--- config.mk ---
export PLATFORM = sky130hd
export DESIGN_NAME = tcm_addr_decode_flat
export DESIGN_NICKNAME = d
export VERILOG_FILES = /design/src/tcm_map_pkg.sv /design/src/tcm_bus_pkg.sv /design/src/tcm_req_if.sv /design/src/tcm_addr_decode.sv /design/src/flat_wrapper.sv
export VERILOG_INCLUDE_DIRS = /design/src /design/src/include
export SDC_FILE = /design/constraint.sdc
export NUM_CORES = 1
export LEC_CHECK = 0
export BUFFER_PORTS_ARGS = -buffer_cell sky130_fd_sc_hd__buf_2
export CAP_MARGIN = 15
export CELL_PAD_IN_SITES_DETAIL_PLACEMENT = 0
export CELL_PAD_IN_SITES_GLOBAL_PLACEMENT = 2
export CORE_UTILIZATION = 11
export CTS_CLUSTER_SIZE = 14
export DETAILED_ROUTE_END_ITERATION = 8
export PLACE_DENSITY_LB_ADDON = 0.15
export SYNTH_ARGS = -nofsm -noshare
export SYNTH_HDL_FRONTEND = slang
export SYNTH_SLANG_ARGS = --single-unit
--- constraint.sdc ---
create_clock -name clk -period 2.06 [get_ports clk]
set_clock_uncertainty 0.15 [all_clocks]
set_input_delay 0.103 -clock clk [delete_from_list [all_inputs] [get_ports clk]]
set_output_delay 0.103 -clock clk [all_outputs]
set_load 0.03 [all_outputs]
--- src/include/tcm_defs.svh ---
// TCM subsystem parameters

`ifndef TCM_DEFS_SVH
`define TCM_DEFS_SVH

// ============================================================
// bus widths
// ============================================================

`define TCM_DW 32                // data word
`define TCM_MW 4                 // one mask bit per byte lane
`define TCM_AW 32                // byte address

// ============================================================
// bank sizes, in words
// ============================================================

`define TCM_ITCM_DEPTH 512
`define TCM_DTCM_DEPTH 512

// ============================================================
// address map, top nibble of the byte address
// ============================================================

`define TCM_ITCM_REGION 4'h8     // 0x8xxx_xxxx
`define TCM_DTCM_REGION 4'h9     // 0x9xxx_xxxx

`endif
--- src/tcm_map_pkg.sv ---
// TCM address map types

`default_nettype none

`include "tcm_defs.svh"

package tcm_map_pkg;

    // which target owns an address
    typedef enum logic [1:0] {
        region_itcm = 2'd0,
        region_dtcm = 2'd1,
        region_none = 2'd2               // handled by the decoder error slot
    } tcm_region_e;

    // ============================================================
    // one address word, two ways to look at it
    // ============================================================

    typedef struct packed {
        logic [3:0]  region;             // top nibble picks the bank
        logic [16:0] unused;             // ignored by the map
        logic [8:0]  index;              // word within the bank
        logic [1:0]  offset;             // byte within word, lanes come from mask
    } tcm_addr_fields_t;

    typedef union packed {
        logic [`TCM_AW-1:0] raw;         // plain byte address
        tcm_addr_fields_t   fields;      // region/index/offset split
    } tcm_addr_u;

endpackage

`default_nettype wire

--- src/tcm_bus_pkg.sv ---
// TCM bus transfer types

`default_nettype none

`include "tcm_defs.svh"

package tcm_bus_pkg;

    // ============================================================
    // request channel
    // ============================================================

    typedef enum logic {
        tcm_read  = 1'b0,                // load from core
        tcm_write = 1'b1                 // store from core
    } tcm_kind_e;

    typedef struct packed {
        tcm_kind_e           kind;       // 1 bit
        logic [`TCM_AW-1:0]  addr;       // byte address, low bits ignored
        logic [`TCM_DW-1:0]  wdata;      // store data
        logic [`TCM_MW-1:0]  wmask;      // byte lanes to write
    } tcm_req_t;                         // 69 bits

    // ============================================================
    // response channel
    // ============================================================

    typedef enum logic {
        tcm_ok    = 1'b0,
        tcm_error = 1'b1                 // unmapped address
    } tcm_status_e;

    typedef struct packed {
        tcm_status_e         status;
        logic [`TCM_DW-1:0]  rdata;      // zero for stores and errors
    } tcm_rsp_t;                         // 33 bits

endpackage

`default_nettype wire

--- src/tcm_req_if.sv ---
// TCM bank channel interface

`timescale 1ns/1ps
`default_nettype none

interface tcm_req_if;

    import tcm_bus_pkg::*;

    // request, decoder to bank
    logic     req_valid;
    tcm_req_t req;
    logic     req_ready;                 // bank can take it

    // response, bank to decoder
    logic     rsp_valid;
    tcm_rsp_t rsp;
    logic     rsp_ready;                 // only set while the decoder owns this bank

    modport decoder (
        output req_valid,
        output req,
        input  req_ready,
        input  rsp_valid,
        input  rsp,
        output rsp_ready
    );

    modport bank (
        input  req_valid,
        input  req,
        output req_ready,
        output rsp_valid,
        output rsp,
        input  rsp_ready
    );

endinterface

`default_nettype wire

--- src/tcm_addr_decode.sv ---
// TCM address decoder and response mux

`timescale 1ns/1ps
`default_nettype none

`include "tcm_defs.svh"

module tcm_addr_decode (
    input  wire logic                 clk,
    input  wire logic                 rst,
    input  wire logic                 req_valid,
    output logic                      req_ready,
    input  wire tcm_bus_pkg::tcm_req_t req,
    output logic                      rsp_valid,
    input  wire logic                 rsp_ready,
    output tcm_bus_pkg::tcm_rsp_t     rsp,
    tcm_req_if.decoder                itcm,
    tcm_req_if.decoder                dtcm
);

    import tcm_bus_pkg::*;
    import tcm_map_pkg::*;

    tcm_addr_u   addr_u;                             // request address, split view
    tcm_region_e sel;                                // target of the incoming request
    tcm_region_e owner_q;                            // source of the pending response
    logic        pend_q;                             // one response outstanding
    logic        slot_free;                          // room for a new request
    logic        sel_ready;
    logic        accept;
    logic        err_valid;                          // error slot holds a response

    // ============================================================
    // request routing
    // ============================================================

    assign addr_u.raw = req.addr;

    always_comb begin
        case (addr_u.fields.region)
            `TCM_ITCM_REGION: sel = region_itcm;
            `TCM_DTCM_REGION: sel = region_dtcm;
            default:          sel = region_none;     // unmapped, error path
        endcase
    end

    // one response in flight overall, not per bank
    assign slot_free = !pend_q || rsp_ready;

    assign itcm.req_valid = req_valid && slot_free && (sel == region_itcm);
    assign dtcm.req_valid = req_valid && slot_free && (sel == region_dtcm);
    assign itcm.req       = req;
    assign dtcm.req       = req;

    always_comb begin
        case (sel)
            region_itcm: sel_ready = itcm.req_ready;
            region_dtcm: sel_ready = dtcm.req_ready;
            default:     sel_ready = 1'b1;           // error slot is never busy on its own
        endcase
    end

    assign req_ready = slot_free && sel_ready;
    assign accept    = req_valid && req_ready;

    // ============================================================
    // ownership of the pending response
    // ============================================================

    always_ff @(posedge clk) begin
        if (rst) begin
            pend_q  <= 1'b0;
            owner_q <= region_none;
        end else if (accept) begin
            pend_q  <= 1'b1;
            owner_q <= sel;                          // new owner, old one taken
        end else if (rsp_ready) begin
            pend_q  <= 1'b0;
        end
    end

    assign err_valid = pend_q && (owner_q == region_none);

    // ============================================================
    // response mux
    // ============================================================

    assign itcm.rsp_ready = rsp_ready && (owner_q == region_itcm);
    assign dtcm.rsp_ready = rsp_ready && (owner_q == region_dtcm);

    always_comb begin
        case (owner_q)
            region_itcm: begin
                rsp_valid = itcm.rsp_valid;
                rsp       = itcm.rsp;
            end
            region_dtcm: begin
                rsp_valid = dtcm.rsp_valid;
                rsp       = dtcm.rsp;
            end
            default: begin
                rsp_valid = err_valid;               // no memory touched
                rsp.status = tcm_error;
                rsp.rdata  = '0;
            end
        endcase
    end

endmodule

`default_nettype wire

--- src/flat_wrapper.sv ---
// flat-port wrapper written by rule: the top's interface ports become plain ports
module tcm_addr_decode_flat import tcm_bus_pkg::*; import tcm_map_pkg::*;
  (clk, rst, req_valid, req_ready, req, rsp_valid, rsp_ready, rsp, itcm_req_valid, itcm_req, itcm_req_ready, itcm_rsp_valid, itcm_rsp, itcm_rsp_ready, dtcm_req_valid, dtcm_req, dtcm_req_ready, dtcm_rsp_valid, dtcm_rsp, dtcm_rsp_ready);
  tcm_req_if itcm_i ();
  tcm_req_if dtcm_i ();
  input  wire logic clk;
  input  wire logic rst;
  input  wire logic req_valid;
  output logic req_ready;
  input  wire tcm_bus_pkg::tcm_req_t req;
  output logic rsp_valid;
  input  wire logic rsp_ready;
  output tcm_bus_pkg::tcm_rsp_t rsp;
  output wire logic [$bits(itcm_i.req_valid)-1:0] itcm_req_valid;
  output wire logic [$bits(itcm_i.req)-1:0] itcm_req;
  input wire logic [$bits(itcm_i.req_ready)-1:0] itcm_req_ready;
  input wire logic [$bits(itcm_i.rsp_valid)-1:0] itcm_rsp_valid;
  input wire logic [$bits(itcm_i.rsp)-1:0] itcm_rsp;
  output wire logic [$bits(itcm_i.rsp_ready)-1:0] itcm_rsp_ready;
  output wire logic [$bits(dtcm_i.req_valid)-1:0] dtcm_req_valid;
  output wire logic [$bits(dtcm_i.req)-1:0] dtcm_req;
  input wire logic [$bits(dtcm_i.req_ready)-1:0] dtcm_req_ready;
  input wire logic [$bits(dtcm_i.rsp_valid)-1:0] dtcm_rsp_valid;
  input wire logic [$bits(dtcm_i.rsp)-1:0] dtcm_rsp;
  output wire logic [$bits(dtcm_i.rsp_ready)-1:0] dtcm_rsp_ready;
  assign itcm_req_valid = itcm_i.req_valid;
  assign itcm_req = itcm_i.req;
  assign itcm_i.req_ready = itcm_req_ready;
  assign itcm_i.rsp_valid = itcm_rsp_valid;
  assign itcm_i.rsp = itcm_rsp;
  assign itcm_rsp_ready = itcm_i.rsp_ready;
  assign dtcm_req_valid = dtcm_i.req_valid;
  assign dtcm_req = dtcm_i.req;
  assign dtcm_i.req_ready = dtcm_req_ready;
  assign dtcm_i.rsp_valid = dtcm_rsp_valid;
  assign dtcm_i.rsp = dtcm_rsp;
  assign dtcm_rsp_ready = dtcm_i.rsp_ready;
  tcm_addr_decode u_core (.clk(clk), .rst(rst), .req_valid(req_valid), .req_ready(req_ready), .req(req), .rsp_valid(rsp_valid), .rsp_ready(rsp_ready), .rsp(rsp), .itcm(itcm_i), .dtcm(dtcm_i));
endmodule
==> out/summary.txt <==
Filler cells: 1926
core area: 15890 um2
Starting Density: 0.1123
share of cells above drive strength 1: 0.5947
Startpoint Class: register
critical path's largest stage delay: 0.57 ns
DIE AREA: 16730 um2
post-synthesis xor/xnor area fraction: 0
clock latency on the worst-skew pair: 0.22 ns
worst-path fanout max: 21
CP Buf/Inv Count: 2
grt ovf: 0
Distinct cells, synth: 23
status: finished clean
P_leak: 0.0008130 uW
hold_buf cts: 1
gr usage total: 0.05064
Post-Synth Adder-Cell Area: 0
Setup CP Type: reg -> out
VDD IR-drop max: 0.0001843 V
I/O pins: 320
Yosys Warn Count: 0
Hold Fails Final Rpt: 0
final wirelength: 4.730 mm
ys async rst share: 0
Post-synth EDFFs: 0
top cells by area, synth: buf_4 59%, mux2i_1 19%, nor2_1 7.4%
Layout Utilization: 0.1070
detailed placement HPWL: 3.952 mm
Vert. Die Dim: 129.4 um
CTS Root Cell: clkbuf_16
TritonCTS Buffers: 3
Initial DRC Count: 15
RD Place Congestion: 0.6231
Slew @ Worst Pin: 0.4099 ns
Avg Cell Area, Syn: 7.403 um2
Slew HR: 0.7267
via/cell ratio: 2.813
Final period util: 0.8118
maxcap violations: 0
Clock Sinks: 3
final antenna-violating net count: 0
CTS resizes: 0
PwrDens: 361.8 nW/um2
First-pass DRT Iterations: 3
largest net degree at the start of global routing: 22
Syn Nets: 384
RSZ-0062 raised after global routing: false
Die W: 129.4 um
Crit path max-delay family: flip-flops
PortBufs: 124
total vias in the final route: 1246
CTS tree: done
area leader, netlist: buf_4
setup violators final: 0
Yosys reg bits: 3
Worst setup EP type: primary output
CP max stage cell: dfxtp_2
Cells after Synth: 241
Final Critical Period: 1.672 ns
residual DRC count: 0
Site Rows: 46
Avg WL per Cell: 10.68 um
fin nets: 371
Hold Path Class: in -> reg
sequence of cells on the critical path: buf_4, nor2_1, buf_2
number of global-route vias before repair: 1217
antenna violations before repair: 0
Pwr Total: 614.8 uW
CP required: 1.81 ns
Post-Syn Area: 1784 um2
maximum operating frequency: 0.5980 GHz
most frequent cell after synthesis: buf_4
top-area cell type share of the netlist area: 0.5891
Synth Area in Compound Gates: 0.02875
clock-pin slew on the worst setup and hold paths: 0.03 ns
postcts setup bufs: 0
max-slew violation count: 0
Min Hold Slack: 0.03726 ns
arrival time worst endpoint: 1.42 ns
top post-synthesis cells by count: 140 x buf_4, 35 x nor2_1, 33 x mux2i_1
# diodes: 0
first-pass GRT wire length: 6.430 mm
total number of H-tree levels: 1
post-synthesis sequential area ratio: 0.03366
Layout area overhead: -4.769%
largest family of logic cells by synthesized area: buffers and inverters
setup_tns: 0 ns
multiplexer share of the synthesized area: 0.1851
Synth Area in Simple Gates: 0.1374
prevailing post-synth register cell: dfxtp_1
Max Root-Sink Buffers: 2
-- sequential cells by signal (all words and copies together) (netlist names) --
name and count:
u_core.pend_q 1, u_core.owner_q 2
-- per-layer routing --
metal,part of all wire,vias to the layer above,GRT usage
met1,0.31,499,0.04323
met4,0.080,0,0.04498
met3,0.12,55,0.02064
li1,-,600,-
met2,0.49,92,0.09108
met5,0,-,0
-- cells by family (layout without fill, tap and decap cells) --
family          after synthesis  in the layout
buf+inv                     148            134
mux                          33             33
simple gates                 50             50
flops                         3              3
compound gates                7              7
-- worst min-delay path, delay by kind of cell --
kind	cells	cell delay (ns)
buffers and inverters	1	0.12
AOI/OAI and AO/OA	1	0.07
and+or+nand+nor	1	0.06
-- report_power, final --
group	switching, uW	internal (uW)	total, uW
logic	136	106	242
clock network	48.4	255	303
registers	7.33	61.6	68.9
-- final timing paths --
kind                             startpoint                              to  slack [ns]  depth (start not counted)
max          u_core.owner_q[1]$_SDFFE_PP1P_                         rsp[16]        0.39                          3
min                               req_valid      u_core.pend_q$_SDFFE_PP0P_        0.04                          3
max reg2reg  u_core.owner_q[0]$_SDFFE_PP0P_  u_core.owner_q[0]$_SDFFE_PP0P_        0.73                          4
min reg2reg      u_core.pend_q$_SDFFE_PP0P_      u_core.pend_q$_SDFFE_PP0P_        0.41                          2
-- placed cells by master, fill, tap and decap left out --
| cell type | synthesis | final |
|---|---|---|
| o311ai_0 | 1 | 1 |
| inv_1 | 2 | 2 |
| o21ai_0 | 2 | 2 |
| dfxtp_1 | 3 | 1 |
| a211o_1 | 3 | 3 |
| clkbuf_16 | 0 | 3 |
| buf_4 | 140 | 3 |
| dlygate4sd3_1 | 0 | 1 |
| mux2i_1 | 33 | 33 |
| nor3_1 | 1 | 1 |
| and3b_1 | 1 | 1 |
| and3_2 | 1 | 1 |
| nand2_1 | 1 | 1 |
| clkbuf_1 | 3 | 1 |
| nand3b_1 | 1 | 1 |
| nand2b_4 | 1 | 1 |
| nand2b_1 | 2 | 2 |
| nor2b_1 | 3 | 3 |
| dfxtp_2 | 0 | 2 |
| nand3_1 | 2 | 2 |
| buf_2 | 1 | 124 |
| nor3b_1 | 1 | 1 |
| nor3b_4 | 1 | 1 |
| o22ai_1 | 1 | 1 |
| nor2_1 | 35 | 35 |
-- metrics by stage --
stage               instances  setup slack [ns]  cell area [um2]
floorplan                 241            0.5668             1784
global placement          438            0.5245             1610
detailed placement        438            0.5156             1610
CTS                       443            0.3013             1699
global route              443            0.2363             1699
finish                    443            0.3877             1699
-- area by class of cell --
type	count	area [um2]	area share
clock buffers	4	78.83	0.04639
inverters	2	7.507	0.004418
multi-input cells	90	626.9	0.3689
well taps	216	270.3	0.1591
flip-flops and latches	3	62.56	0.03682
repair buffers	128	653.1	0.3844
(Power assumes the default switching activity.)
